<file path="config.mk">
export PLATFORM = sky130hd
export DESIGN_NAME = axi2apb_top
export DESIGN_NICKNAME = d
export VERILOG_FILES = /design/src/axi_pkg.sv /design/src/apb_pkg.sv /design/src/apb_cmd_arbiter.sv /design/src/apb_rd_sequencer.sv /design/src/apb_rsp_router.sv /design/src/apb_wr_sequencer.sv /design/src/axi2apb_top.sv /design/src/beat_tag_fifo.sv
export SDC_FILE = /design/constraint.sdc
export NUM_CORES = 1
export LEC_CHECK = 0
export BUFFER_PORTS_ARGS = -buffer_cell sky130_fd_sc_hd__buf_2
export CAP_MARGIN = 10
export CORE_AREA = 2 2 133 168
export DETAILED_ROUTE_END_ITERATION = 8
export DIE_AREA = 0 0 135 170
export GPL_ROUTABILITY_DRIVEN = 0
export PLACE_DENSITY = 0.73
export RECOVER_POWER = 100
export SETUP_SLACK_MARGIN = 0.05
export SLEW_MARGIN = 25
export SYNTH_ARGS = -nofsm -noshare
export SYNTH_HDL_FRONTEND = slang
export SYNTH_SLANG_ARGS = --single-unit
</file>
<file path="constraint.sdc">
create_clock -name aclk -period 3.6 [get_ports aclk]
set_clock_uncertainty 0.1 [all_clocks]
set_input_delay 0.18 -clock aclk [delete_from_list [all_inputs] [get_ports aclk]]
set_output_delay 0.18 -clock aclk [all_outputs]
set_load 0.01 [all_outputs]
</file>
<file path="src/axi_pkg.sv">
package axi_pkg;

    localparam int AXI_ID_W   = 4;
    localparam int AXI_ADDR_W = 32;
    localparam int AXI_DATA_W = 32;
    localparam int AXI_STRB_W = AXI_DATA_W / 8;
    localparam int AXI_LEN_W  = 8;

    typedef enum logic [1:0] {
        BURST_FIXED = 2'b00,
        BURST_INCR  = 2'b01
    } burst_e;

    typedef enum logic [1:0] {
        RESP_OKAY   = 2'b00,
        RESP_SLVERR = 2'b10
    } resp_e;

    // Shared by AR and AW
    typedef struct packed {
        logic [AXI_ID_W-1:0]   id;
        logic [AXI_ADDR_W-1:0] addr;
        logic [AXI_LEN_W-1:0]  len;
        logic [2:0]            size;
        burst_e                burst;
        logic [2:0]            prot;
    } axi_addr_t;

    typedef struct packed {
        logic [AXI_DATA_W-1:0] data;
        logic [AXI_STRB_W-1:0] strb;
        logic                  last;
    } axi_w_t;

    typedef struct packed {
        logic [AXI_ID_W-1:0]   id;
        logic [AXI_DATA_W-1:0] data;
        resp_e                 resp;
        logic                  last;
    } axi_r_t;

    typedef struct packed {
        logic [AXI_ID_W-1:0] id;
        resp_e               resp;
    } axi_b_t;

    // FIXED stays put, INCR steps by 2**size bytes
    function automatic logic [AXI_ADDR_W-1:0] next_beat_addr(
        input logic [AXI_ADDR_W-1:0] addr,
        input logic [2:0]            size,
        input burst_e                burst
    );
        logic [AXI_ADDR_W-1:0] step;
        step = AXI_ADDR_W'(1) << size;
        if (burst == BURST_FIXED) begin
            return addr;
        end
        return addr + step;
    endfunction

endpackage

</file>
<file path="src/apb_pkg.sv">
package apb_pkg;

    localparam int APB_ADDR_W = 32;
    localparam int APB_DATA_W = 32;
    localparam int APB_STRB_W = APB_DATA_W / 8;

    // One APB transfer, first and last mark the AXI burst ends
    typedef struct packed {
        logic                  pwrite;
        logic [2:0]            pprot;
        logic [APB_ADDR_W-1:0] paddr;
        logic [APB_DATA_W-1:0] pwdata;
        logic [APB_STRB_W-1:0] pstrb;
        logic                  first;
        logic                  last;
    } apb_cmd_t;

    typedef struct packed {
        logic [APB_DATA_W-1:0] prdata;
        logic                  pslverr;
    } apb_rsp_t;

    // Per-beat bookkeeping between command and response side
    typedef struct packed {
        logic                         is_write;
        logic [axi_pkg::AXI_ID_W-1:0] id;
        logic                         last;
    } beat_tag_t;

    // Align a byte address down to an APB word
    function automatic logic [APB_ADDR_W-1:0] word_addr(
        input logic [APB_ADDR_W-1:0] addr
    );
        logic [APB_ADDR_W-1:0] mask;
        mask = APB_ADDR_W'(APB_STRB_W - 1);
        return addr & ~mask;
    endfunction

endpackage

</file>
<file path="src/apb_cmd_arbiter.sv">
`timescale 1ns/1ps

module apb_cmd_arbiter (
    input  logic                         aclk,
    input  logic                         aresetn,
    input  logic                         i_rd_valid,
    input  apb_pkg::apb_cmd_t            i_rd_cmd,
    input  logic [axi_pkg::AXI_ID_W-1:0] i_rd_id,
    output logic                         o_rd_ready,
    input  logic                         i_wr_valid,
    input  apb_pkg::apb_cmd_t            i_wr_cmd,
    input  logic [axi_pkg::AXI_ID_W-1:0] i_wr_id,
    output logic                         o_wr_ready,
    output logic                         o_cmd_valid,
    output apb_pkg::apb_cmd_t            o_cmd,
    input  logic                         i_cmd_ready,
    output logic                         o_tag_valid,
    output apb_pkg::beat_tag_t           o_tag,
    input  logic                         i_tag_ready
);

    logic                         r_lock;
    logic                         r_lock_wr;
    logic                         r_prio_wr;
    logic [axi_pkg::AXI_ID_W-1:0] r_id;
    logic                         sel_wr;
    logic                         sel_valid;
    logic [axi_pkg::AXI_ID_W-1:0] sel_id;
    logic                         cmd_fire;

    // Locked owner wins, otherwise alternate on contention
    assign sel_wr    = r_lock ? r_lock_wr : (i_wr_valid && (!i_rd_valid || r_prio_wr));
    assign sel_valid = sel_wr ? i_wr_valid : i_rd_valid;
    assign sel_id    = sel_wr ? i_wr_id : i_rd_id;

    // Command and tag move together
    assign o_cmd_valid = sel_valid && i_tag_ready;
    assign o_tag_valid = sel_valid && i_cmd_ready;
    assign o_cmd       = sel_wr ? i_wr_cmd : i_rd_cmd;
    assign cmd_fire    = o_cmd_valid && i_cmd_ready;
    assign o_rd_ready  = !sel_wr && i_cmd_ready && i_tag_ready;
    assign o_wr_ready  = sel_wr && i_cmd_ready && i_tag_ready;

    always_comb begin
        o_tag          = '0;
        o_tag.is_write = sel_wr;
        o_tag.id       = r_lock ? r_id : sel_id;
        o_tag.last     = o_cmd.last;
    end

    always_ff @(posedge aclk or negedge aresetn) begin
        if (!aresetn) begin
            r_lock    <= 1'b0;
            r_lock_wr <= 1'b0;
            r_prio_wr <= 1'b0;
        end else if (cmd_fire && o_cmd.last) begin
            r_lock    <= 1'b0;
            r_prio_wr <= !sel_wr;
        end else if (!r_lock && sel_valid) begin
            r_lock    <= 1'b1;
            r_lock_wr <= sel_wr;
        end
    end

    always_ff @(posedge aclk) begin
        if (!r_lock) begin
            r_id <= sel_id;
        end
    end

endmodule

</file>
<file path="src/apb_rd_sequencer.sv">
`timescale 1ns/1ps

module apb_rd_sequencer (
    input  logic                         aclk,
    input  logic                         aresetn,
    input  axi_pkg::axi_addr_t           i_ar,
    input  logic                         i_arvalid,
    output logic                         o_arready,
    output logic                         o_req_valid,
    output apb_pkg::apb_cmd_t            o_req,
    output logic [axi_pkg::AXI_ID_W-1:0] o_req_id,
    input  logic                         i_req_ready
);

    logic                           r_busy;
    logic [axi_pkg::AXI_ADDR_W-1:0] r_addr;
    logic [axi_pkg::AXI_LEN_W-1:0]  r_len;
    logic [axi_pkg::AXI_LEN_W-1:0]  r_beat;
    logic [2:0]                     r_size;
    axi_pkg::burst_e                r_burst;
    logic [2:0]                     r_prot;
    logic [axi_pkg::AXI_ID_W-1:0]   r_id;
    logic                           ar_fire;
    logic                           req_fire;

    assign o_arready   = !r_busy;
    assign ar_fire     = i_arvalid && !r_busy;
    assign o_req_valid = r_busy;
    assign req_fire    = r_busy && i_req_ready;
    assign o_req_id    = r_id;

    always_comb begin
        o_req        = '0;
        o_req.pwrite = 1'b0;
        o_req.pprot  = r_prot;
        o_req.paddr  = apb_pkg::word_addr(r_addr);
        o_req.first  = (r_beat == '0);
        o_req.last   = (r_beat == r_len);
    end

    always_ff @(posedge aclk or negedge aresetn) begin
        if (!aresetn) begin
            r_busy <= 1'b0;
        end else if (ar_fire) begin
            r_busy <= 1'b1;
        end else if (req_fire && (r_beat == r_len)) begin
            r_busy <= 1'b0;
        end
    end

    // Burst registers
    always_ff @(posedge aclk) begin
        if (ar_fire) begin
            r_addr  <= i_ar.addr;
            r_len   <= i_ar.len;
            r_beat  <= '0;
            r_size  <= i_ar.size;
            r_burst <= i_ar.burst;
            r_prot  <= i_ar.prot;
            r_id    <= i_ar.id;
        end else if (req_fire) begin
            r_addr <= axi_pkg::next_beat_addr(r_addr, r_size, r_burst);
            r_beat <= r_beat + 1'b1;
        end
    end

endmodule

</file>
<file path="src/apb_rsp_router.sv">
`timescale 1ns/1ps

module apb_rsp_router (
    input  logic               aclk,
    input  logic               aresetn,
    input  logic               i_tag_valid,
    input  apb_pkg::beat_tag_t i_tag,
    output logic               o_tag_ready,
    input  apb_pkg::apb_rsp_t  i_rsp,
    input  logic               i_rsp_valid,
    output logic               o_rsp_ready,
    output axi_pkg::axi_r_t    o_r,
    output logic               o_rvalid,
    input  logic               i_rready,
    output axi_pkg::axi_b_t    o_b,
    output logic               o_bvalid,
    input  logic               i_bready
);

    logic r_wr_err;
    logic is_rd;
    logic is_wr_mid;
    logic is_wr_last;
    logic rsp_fire;

    assign is_rd      = i_tag_valid && !i_tag.is_write;
    assign is_wr_mid  = i_tag_valid && i_tag.is_write && !i_tag.last;
    assign is_wr_last = i_tag_valid && i_tag.is_write && i_tag.last;

    // Middle write beats only feed the error bit
    assign o_rsp_ready = (is_rd && i_rready) || is_wr_mid || (is_wr_last && i_bready);
    assign rsp_fire    = o_rsp_ready && i_rsp_valid;
    assign o_tag_ready = rsp_fire;

    assign o_rvalid = is_rd && i_rsp_valid;
    assign o_bvalid = is_wr_last && i_rsp_valid;

    always_comb begin
        o_r      = '0;
        o_r.id   = i_tag.id;
        o_r.data = i_rsp.prdata;
        o_r.resp = i_rsp.pslverr ? axi_pkg::RESP_SLVERR : axi_pkg::RESP_OKAY;
        o_r.last = i_tag.last;
    end

    always_comb begin
        o_b      = '0;
        o_b.id   = i_tag.id;
        // Any failed beat of the burst fails the whole write
        o_b.resp = (r_wr_err || i_rsp.pslverr) ? axi_pkg::RESP_SLVERR : axi_pkg::RESP_OKAY;
    end

    always_ff @(posedge aclk or negedge aresetn) begin
        if (!aresetn) begin
            r_wr_err <= 1'b0;
        end else if (rsp_fire && is_wr_last) begin
            r_wr_err <= 1'b0;
        end else if (rsp_fire && is_wr_mid) begin
            r_wr_err <= r_wr_err || i_rsp.pslverr;
        end
    end

endmodule

</file>
<file path="src/apb_wr_sequencer.sv">
`timescale 1ns/1ps

module apb_wr_sequencer (
    input  logic                         aclk,
    input  logic                         aresetn,
    input  axi_pkg::axi_addr_t           i_aw,
    input  logic                         i_awvalid,
    output logic                         o_awready,
    input  axi_pkg::axi_w_t              i_w,
    input  logic                         i_wvalid,
    output logic                         o_wready,
    output logic                         o_req_valid,
    output apb_pkg::apb_cmd_t            o_req,
    output logic [axi_pkg::AXI_ID_W-1:0] o_req_id,
    input  logic                         i_req_ready
);

    logic                           r_busy;
    logic [axi_pkg::AXI_ADDR_W-1:0] r_addr;
    logic [axi_pkg::AXI_LEN_W-1:0]  r_len;
    logic [axi_pkg::AXI_LEN_W-1:0]  r_beat;
    logic [2:0]                     r_size;
    axi_pkg::burst_e                r_burst;
    logic [2:0]                     r_prot;
    logic [axi_pkg::AXI_ID_W-1:0]   r_id;
    logic                           aw_fire;
    logic                           req_fire;

    assign o_awready   = !r_busy;
    assign aw_fire     = i_awvalid && !r_busy;
    // A command needs the matching W beat
    assign o_req_valid = r_busy && i_wvalid;
    assign req_fire    = o_req_valid && i_req_ready;
    assign o_wready    = req_fire;
    assign o_req_id    = r_id;

    always_comb begin
        o_req        = '0;
        o_req.pwrite = 1'b1;
        o_req.pprot  = r_prot;
        o_req.paddr  = apb_pkg::word_addr(r_addr);
        o_req.pwdata = i_w.data;
        o_req.pstrb  = i_w.strb;
        o_req.first  = (r_beat == '0);
        o_req.last   = (r_beat == r_len);
    end

    always_ff @(posedge aclk or negedge aresetn) begin
        if (!aresetn) begin
            r_busy <= 1'b0;
        end else if (aw_fire) begin
            r_busy <= 1'b1;
        end else if (req_fire && (r_beat == r_len)) begin
            r_busy <= 1'b0;
        end
    end

    always_ff @(posedge aclk) begin
        if (aw_fire) begin
            r_addr  <= i_aw.addr;
            r_len   <= i_aw.len;
            r_beat  <= '0;
            r_size  <= i_aw.size;
            r_burst <= i_aw.burst;
            r_prot  <= i_aw.prot;
            r_id    <= i_aw.id;
        end else if (req_fire) begin
            r_addr <= axi_pkg::next_beat_addr(r_addr, r_size, r_burst);
            r_beat <= r_beat + 1'b1;
        end
    end

endmodule

</file>
<file path="src/axi2apb_top.sv">
`timescale 1ns/1ps

module axi2apb_top #(
    parameter int TAG_DEPTH = 6
) (
    input  logic               aclk,
    input  logic               aresetn,
    input  axi_pkg::axi_addr_t i_ar,
    input  logic               i_arvalid,
    output logic               o_arready,
    input  axi_pkg::axi_addr_t i_aw,
    input  logic               i_awvalid,
    output logic               o_awready,
    input  axi_pkg::axi_w_t    i_w,
    input  logic               i_wvalid,
    output logic               o_wready,
    output axi_pkg::axi_r_t    o_r,
    output logic               o_rvalid,
    input  logic               i_rready,
    output axi_pkg::axi_b_t    o_b,
    output logic               o_bvalid,
    input  logic               i_bready,
    output apb_pkg::apb_cmd_t  o_cmd,
    output logic               o_cmd_valid,
    input  logic               i_cmd_ready,
    input  apb_pkg::apb_rsp_t  i_rsp,
    input  logic               i_rsp_valid,
    output logic               o_rsp_ready
);

    logic                         rd_req_valid;
    apb_pkg::apb_cmd_t            rd_req;
    logic [axi_pkg::AXI_ID_W-1:0] rd_req_id;
    logic                         rd_req_ready;
    logic                         wr_req_valid;
    apb_pkg::apb_cmd_t            wr_req;
    logic [axi_pkg::AXI_ID_W-1:0] wr_req_id;
    logic                         wr_req_ready;
    logic                         tag_in_valid;
    apb_pkg::beat_tag_t           tag_in;
    logic                         tag_in_ready;
    logic                         tag_out_valid;
    apb_pkg::beat_tag_t           tag_out;
    logic                         tag_out_ready;

    apb_rd_sequencer u_rd_seq (
        .aclk        (aclk),
        .aresetn     (aresetn),
        .i_ar        (i_ar),
        .i_arvalid   (i_arvalid),
        .o_arready   (o_arready),
        .o_req_valid (rd_req_valid),
        .o_req       (rd_req),
        .o_req_id    (rd_req_id),
        .i_req_ready (rd_req_ready)
    );

    apb_wr_sequencer u_wr_seq (
        .aclk        (aclk),
        .aresetn     (aresetn),
        .i_aw        (i_aw),
        .i_awvalid   (i_awvalid),
        .o_awready   (o_awready),
        .i_w         (i_w),
        .i_wvalid    (i_wvalid),
        .o_wready    (o_wready),
        .o_req_valid (wr_req_valid),
        .o_req       (wr_req),
        .o_req_id    (wr_req_id),
        .i_req_ready (wr_req_ready)
    );

    apb_cmd_arbiter u_arb (
        .aclk        (aclk),
        .aresetn     (aresetn),
        .i_rd_valid  (rd_req_valid),
        .i_rd_cmd    (rd_req),
        .i_rd_id     (rd_req_id),
        .o_rd_ready  (rd_req_ready),
        .i_wr_valid  (wr_req_valid),
        .i_wr_cmd    (wr_req),
        .i_wr_id     (wr_req_id),
        .o_wr_ready  (wr_req_ready),
        .o_cmd_valid (o_cmd_valid),
        .o_cmd       (o_cmd),
        .i_cmd_ready (i_cmd_ready),
        .o_tag_valid (tag_in_valid),
        .o_tag       (tag_in),
        .i_tag_ready (tag_in_ready)
    );

    beat_tag_fifo #(
        .DEPTH (TAG_DEPTH)
    ) u_tag_fifo (
        .aclk       (aclk),
        .aresetn    (aresetn),
        .i_wr_valid (tag_in_valid),
        .o_wr_ready (tag_in_ready),
        .i_wr_data  (tag_in),
        .o_rd_valid (tag_out_valid),
        .i_rd_ready (tag_out_ready),
        .o_rd_data  (tag_out)
    );

    apb_rsp_router u_rsp_router (
        .aclk        (aclk),
        .aresetn     (aresetn),
        .i_tag_valid (tag_out_valid),
        .i_tag       (tag_out),
        .o_tag_ready (tag_out_ready),
        .i_rsp       (i_rsp),
        .i_rsp_valid (i_rsp_valid),
        .o_rsp_ready (o_rsp_ready),
        .o_r         (o_r),
        .o_rvalid    (o_rvalid),
        .i_rready    (i_rready),
        .o_b         (o_b),
        .o_bvalid    (o_bvalid),
        .i_bready    (i_bready)
    );

endmodule

</file>
<file path="src/beat_tag_fifo.sv">
`timescale 1ns/1ps

module beat_tag_fifo #(
    parameter int DEPTH = 6
) (
    input  logic               aclk,
    input  logic               aresetn,
    input  logic               i_wr_valid,
    output logic               o_wr_ready,
    input  apb_pkg::beat_tag_t i_wr_data,
    output logic               o_rd_valid,
    input  logic               i_rd_ready,
    output apb_pkg::beat_tag_t o_rd_data
);

    localparam int PTR_W = (DEPTH > 1) ? $clog2(DEPTH) : 1;
    localparam int CNT_W = $clog2(DEPTH + 1);

    apb_pkg::beat_tag_t r_mem [DEPTH];
    logic [PTR_W-1:0]   r_wr_ptr;
    logic [PTR_W-1:0]   r_rd_ptr;
    logic [CNT_W-1:0]   r_count;
    logic               push;
    logic               pop;

    assign o_wr_ready = (r_count != CNT_W'(DEPTH));
    assign o_rd_valid = (r_count != '0);
    assign o_rd_data  = r_mem[r_rd_ptr];
    assign push       = i_wr_valid && o_wr_ready;
    assign pop        = i_rd_ready && o_rd_valid;

    always_ff @(posedge aclk or negedge aresetn) begin
        if (!aresetn) begin
            r_wr_ptr <= '0;
            r_rd_ptr <= '0;
            r_count  <= '0;
        end else begin
            if (push) begin
                r_wr_ptr <= (r_wr_ptr == PTR_W'(DEPTH - 1)) ? '0 : r_wr_ptr + 1'b1;
            end
            if (pop) begin
                r_rd_ptr <= (r_rd_ptr == PTR_W'(DEPTH - 1)) ? '0 : r_rd_ptr + 1'b1;
            end
            if (push && !pop) begin
                r_count <= r_count + 1'b1;
            end else if (pop && !push) begin
                r_count <= r_count - 1'b1;
            end
        end
    end

    always_ff @(posedge aclk) begin
        if (push) begin
            r_mem[r_wr_ptr] <= i_wr_data;
        end
    end

endmodule

</file>
---- Yosys cells after proc, flatten, opt, wreduce, memory -nomap -nowiden ----
Memories as Yosys holds them, arrays and structs flattened.
Cells that the tools add are included.
storage, ports and cells
  memory bits (writable) .................. 36
  bits of input ports ..................... 183
  logic and storage cells ................. 135
  output and inout bits ................... 126
  latch bits .............................. 0
  flip-flop bits (word level) ............. 139
  memory bits (read-only) ................. 0
  memories ................................ 1
operators by class
  eq/ne operators ......................... 7
  mux-type cells .......................... 33
  add/subtract/negate cells ............... 8
  bitwise logic cells ..................... 1
  div/mod/pow operators ................... 0
  $lt $le $gt $ge ......................... 0
  shift-type cells ........................ 2
  multipliers ............................. 0
  reductions and logical operators ........ 59
memory list
  name              depth  bits a word  read ports  clocked after Yosys merged registers in  wr ports  line                 source
  u_tag_fifo.r_mem  6      6            1           0                                        1         beat_tag_fifo.sv:19  apb_pkg::beat_tag_t r_mem [DEPTH];
operators by type and width
  kind                  count
  $mux 32               6
  $mux 74               1
  $add 32x32->32        2
  $shl 1x3->32 const A  2
  $logic_and 1x1->1     32
  $mux 1                18
  $add 8x1->8 const B   2
  $eq 8x8->1            2
  $logic_not 8->1       2
  $reduce_bool 2->1     7
  $mux 3                4
  $add 3x1->3 const B   3
  $logic_not 1->1       8
  $mux 4                2
  $eq 3x3->1 const B    2
  $ne 3x2->1 const B    2
  $reduce_and 2->1      3
  $logic_not 2->1       2
  $logic_or 1x1->1      4
  $mux 2                2
  $ne 3x3->1 const B    1
  $reduce_bool 3->1     1
  $sub 3x1->3 const B   1
  $not 1->1             1

---- Longest topological paths before layout ----
  word-level depth ........................ 13
  depth in mapped cells ................... 12
  gate-level depth less buffers ........... 11

---- Hierarchy ----
From an unflattened synthesis, not the netlist that was laid out.
second synthesis, totals
  cell total of the unflattened synthesis .. 1063
  area total of the unflattened synthesis .. 11379.7 um^2
by module, submodules not included
  module            seq. area each (um^2)  cells each  instances  area an instance (um^2)
  apb_rd_sequencer  1746.7                 395         1          3898.7
  apb_wr_sequencer  1746.7                 370         1          3801.1
  beat_tag_fifo     1306.3                 112         1          1889.3
  apb_cmd_arbiter   155.1                  128         1          1337.5
  apb_rsp_router    25.0                   58          1          452.9

---- Least setup slack after synthesis ----
Ideal clock, no wire load.
  path type ............................... reg-to-reg
  start ................................... reg u_wr_seq.r_busy
  end ..................................... reg u_wr_seq.r_addr[0] (netlist name), enable pin
  path slack .............................. 818 ps
  period minus slack after synthesis ...... 2782 ps
  buffers on the path ..................... 0
  arrival time ............................ 2292 ps
  data required time ...................... 3111 ps
  stages on the path, launching flop included .. 6
  cell sequence ........................... dfrtp_1 -> nand2_1 -> o31ai_2 -> nor3b_2 -> o21ai_0 -> nand2_1
between the ends
  cells in the longest elaborated chain, start to end .. 8
  elaborated cells on any way between the ends .. 11
  those cells by class .................... eq/ne: 1; mux: 1; reduce/logical: 9
ends and longest elaborated chain
  item                             line                    source
  from (decl)                      apb_wr_sequencer.sv:18  logic r_busy;
  from (signal assigned)           apb_wr_sequencer.sv:50  r_busy <= 1'b0;
  from (signal assigned)           apb_wr_sequencer.sv:52  r_busy <= 1'b1;
  from (signal assigned)           apb_wr_sequencer.sv:54  r_busy <= 1'b0;
  $logic_and 1x1->1 *              apb_wr_sequencer.sv:32  assign o_req_valid = r_busy && i_wvalid;
  $logic_and 1x1->1                apb_cmd_arbiter.sv:32   assign sel_wr = r_lock ? r_lock_wr : (i_wr_valid && (!i_rd_valid || r_prio_wr));
  $mux 1                           apb_cmd_arbiter.sv:32
  $logic_and 1x1->1 (2 in series)  apb_cmd_arbiter.sv:42   assign o_wr_ready = sel_wr && i_cmd_ready && i_tag_ready;
  $logic_and 1x1->1 *              apb_wr_sequencer.sv:33  assign req_fire = o_req_valid && i_req_ready;
  named net o_wready               axi2apb_top.sv:16       output logic o_wready,
  $reduce_bool 2->1 (no line) *    n/a
  $reduce_and 2->1 (no line) *     n/a
  to (signal assigned)             apb_wr_sequencer.sv:60  r_addr <= i_aw.addr;
  to (signal assigned)             apb_wr_sequencer.sv:68  r_addr <= axi_pkg::next_beat_addr(r_addr, r_size, r_burst);
  to (decl)                        apb_wr_sequencer.sv:19  logic [axi_pkg::AXI_ADDR_W-1:0] r_addr;
Mark *: on every way through the listed nets, which the timed path passes. The rest lies on a longest branch.
A chain may end at the register's enable or synchronous reset.

==> results.md <==
* Final nets at 1,401
* H-tree depth at 4
* Final Cycle Share at 87.9%
* Register area share after synthesis at 51.4%
* Setup total negative slack at 0 ns
* Max Freq at 316 MHz
* Post-Synthesis Cells at 883
* Initial DRC count at 523
* RSZ-0062 raised after global routing: no
* Final ANT Viol Nets at 0
* Root buf cell: clkbuf_16
* Initial antenna violation count at 0
* Final setup margin at 0.435 ns
* Sequential share of power at 44.7%
* CP Data Arrival Time at 2.89 ns
* Maximum VDD drop at 0.000333 V
* Post-synth top area cell: edfxtp_1
* Avg WL per Cell at 17.0 um
* Ranking of synthesized cells by area: edfxtp_1 43%, xor2_1 7.4%, mux2_2 4.3%
* Setup violations, final at 0
* Worst hold slack at 0.0178 ns
* First-pass GRT wire length at 38.7 mm
* Vias in the first global route at 7,630
* Die Height at 170 um
* Comb power frac at 25.7%
* Vias at 7,715
* CP Capture Type: output pin
* DP Wirelength at 17.3 mm
* Synth Cell Area at 9690 um2
* Synthesized area per cell at 11.0 um2
* Synth warn at 0
* Max-slew violation count at 0
* Global route overflow at 0
* Ratio of cells with drive above 1 in the final layout at 20.3%
* Hold Crit Start: i_bready
* Post-synth EDFFs at 140
* Flop2flop setup slack at 0.47 ns
* Clock Latency Late Sink at 0.43 ns
* Cts bufs inserted at 17
* Count leader, synth: edfxtp_1
* Final min period at 3.17 ns
* Postcts setup bufs at 0
* Utilization after layout at 58.2%
* Leakage Power at 0.00476 uW
* Flops & latches, synth at 175
* Chip Width at 135 um
* Worst Path Max Fanout at 36
* Least-Margin Pin Slew at 1.28 ns
* Clk slew on worst S/H paths at 0.07 ns
* Pint at 4220 uW
* Hold Crit Class: in2reg
* Ys flop type: edfxtp_1
* I/O pin count at 309
* Die ar. at 23,000 um2
* Routed Wire Length at 25.3 mm
* Max_slew headroom at 14.6%
* Async S/R FF share, synth at 8.57%
* Net Sw Frac at 31.4%
* Pin count of the biggest net entering global routing at 49
* Max Root-Sink Buffers at 2
* Placement Rows at 60
* Pre-antenna DRT Iters at 5
* DR vias/cell at 5.19
* P_sw at 1930 uW
* Initial core utilization at 45.5%
* Max Cap Viol at 0
* DR DRC count at 0
* Global Route Usage Sum at 21.8%
* Critical R2R Launch: u_wr_seq.r_busy
* Kind of critical path: reg2out
* Area grow syn2layout at 28.1%
* Netlist cell types at 59
* DP Worst Slack at 0.560 ns
* ANT cells at 0
* CP Launch Type: flop
* Status: finished clean
* Final Hold Fails at 0
* Post-synth top cells: 140 x edfxtp_1, 97 x nand2_1, 82 x xor2_1
* Clock share of power at 29.6%
* Core area at 21,300 um2
* Clk sink count at 175
* CP required at 3.32 ns
* Crit. Startpoint: u_arb.r_lock
* Top cell type's share of synthesized area at 43.4%
* CTS tree: yes
* # port buffers at 239
* Pwr dens at 495 nW/um2
[layout make-up]
type / count / area, um2
clock inverter: 14 / 153
timing repair buffer: 366 / 2260
sequential: 175 / 4980
clock buffer: 18 / 429
inverter: 16 / 60.1
multi-input combinational: 618 / 4180
fill: 1815 / 8910
tap: 279 / 349
[flip-flops by register name (all words and copies together), names as in the netlist, 2 cells and up]
| register | cells |
|---|---|
| u_wr_seq.r_addr | 32 |
| u_wr_seq.r_size | 3 |
| u_wr_seq.r_burst | 2 |
| u_wr_seq.o_req_id | 4 |
| u_tag_fifo.r_wr_ptr | 3 |
| u_tag_fifo.r_rd_ptr | 3 |
| u_tag_fifo.r_mem | 36 |
| u_rd_seq.r_addr | 32 |
| u_rd_seq.r_beat | 8 |
| u_rd_seq.o_req_id | 4 |
| u_rd_seq.r_len | 8 |
| u_tag_fifo.r_count | 3 |
| u_wr_seq.r_beat | 8 |
| u_wr_seq.r_len | 8 |
| u_rd_seq.r_prot | 3 |
| u_rd_seq.r_burst | 2 |
| u_wr_seq.r_prot | 3 |
| u_arb.r_id | 4 |
| u_rd_seq.r_size | 3 |
[through the flow]
step                area [um2]  power, uW  std cells
floorplan                 9700       3850        886
global route             12400       6460       1486
global placement         11000       4290       1348
finish                   12400       6140       1486
CTS                      12600       6260       1486
detailed placement       11000       4350       1348
[path summary, 6_finish.rpt]
kind | to | depth (start not counted)
max | o_cmd[64] | 4
min | u_rsp_router.r_wr_err | 4
max reg2reg | u_wr_seq.r_size[0] | 4
min reg2reg | u_tag_fifo.r_count[2] | 1
max in group asynchronous | u_rd_seq.o_req_valid | 2
min in group asynchronous | u_rsp_router.r_wr_err | 2
[cell usage in the layout (no fill, tap or decap), types with 4 or more instances in the layout]
master,n
nor3_1,10
o21a_1,5
o211ai_1,12
nand4_1,20
a21o_1,8
dfxtp_1,20
conb_1,4
nor3b_1,9
mux2_1,6
and2_0,11
nor4_1,6
nand2_1,97
o21ai_0,69
o2111ai_1,5
edfxtp_1,140
and3_1,14
dfrtp_1,15
mux2_2,32
o31ai_1,4
and4_1,7
clkbuf_2,4
ha_1,21
clkbuf_16,17
a21oi_1,32
xnor2_1,10
mux2i_1,9
dlygate4sd3_1,106
and2_1,31
buf_2,163
nor4b_1,4
inv_1,15
mux4_2,6
nor2b_1,7
nor2_1,54
clkbuf_1,89
xor2_1,82
buf_4,5
nand3_1,19
[cells by family (layout without fill, tap and decap cells)]
group	after synthesis	after routing	synth area share, %
adder cells (fa/ha/maj)	24	24	3.33
flip-flops	175	175	51.4
AO/OA/AOI/OAI	145	145	8.83
AND/OR/NAND/NOR	298	298	15.6
XOR/XNOR	92	92	8.31
multiplexers	55	55	7.09
other	1	4	0.0387
buffers and inverters	93	414	5.40
[layer usage]
metal  share of wire, %  vias up  global-route usage, %
li1                   -     3751                      -
met2                 50      297                   37.9
met4                3.7        0                   9.96
met3                6.1       74                   4.08
met1                 40     3593                   26.2
met5                  0        -                      0
[power groups by stage]
stage | clock network [uW] | logic (uW) | registers, uW
3_5_place_dp | 0 | 1560 | 2780
6_report | 1820 | 1580 | 2750
3_3_place_gp | 0 | 1520 | 2770
2_1_floorplan | 0 | 1170 | 2680
4_1_cts | 1850 | 1670 | 2740
5_1_grt | 1940 | 1740 | 2780
[critical path: stages (launching register included)]
cell	delay, ns
dfrtp_1	0.56
o31ai_1	0.46
clkbuf_2	0.82
mux2_1	0.43
buf_2	0.16
[timing repair]
action	4_1_cts	5_1_grt
gates resized for setup	0	0
endpoints found under the hold margin	120	0
endpoints found under the setup margin	0	0
hold buffers	106	0
Power figures use the tool's default switching activity.
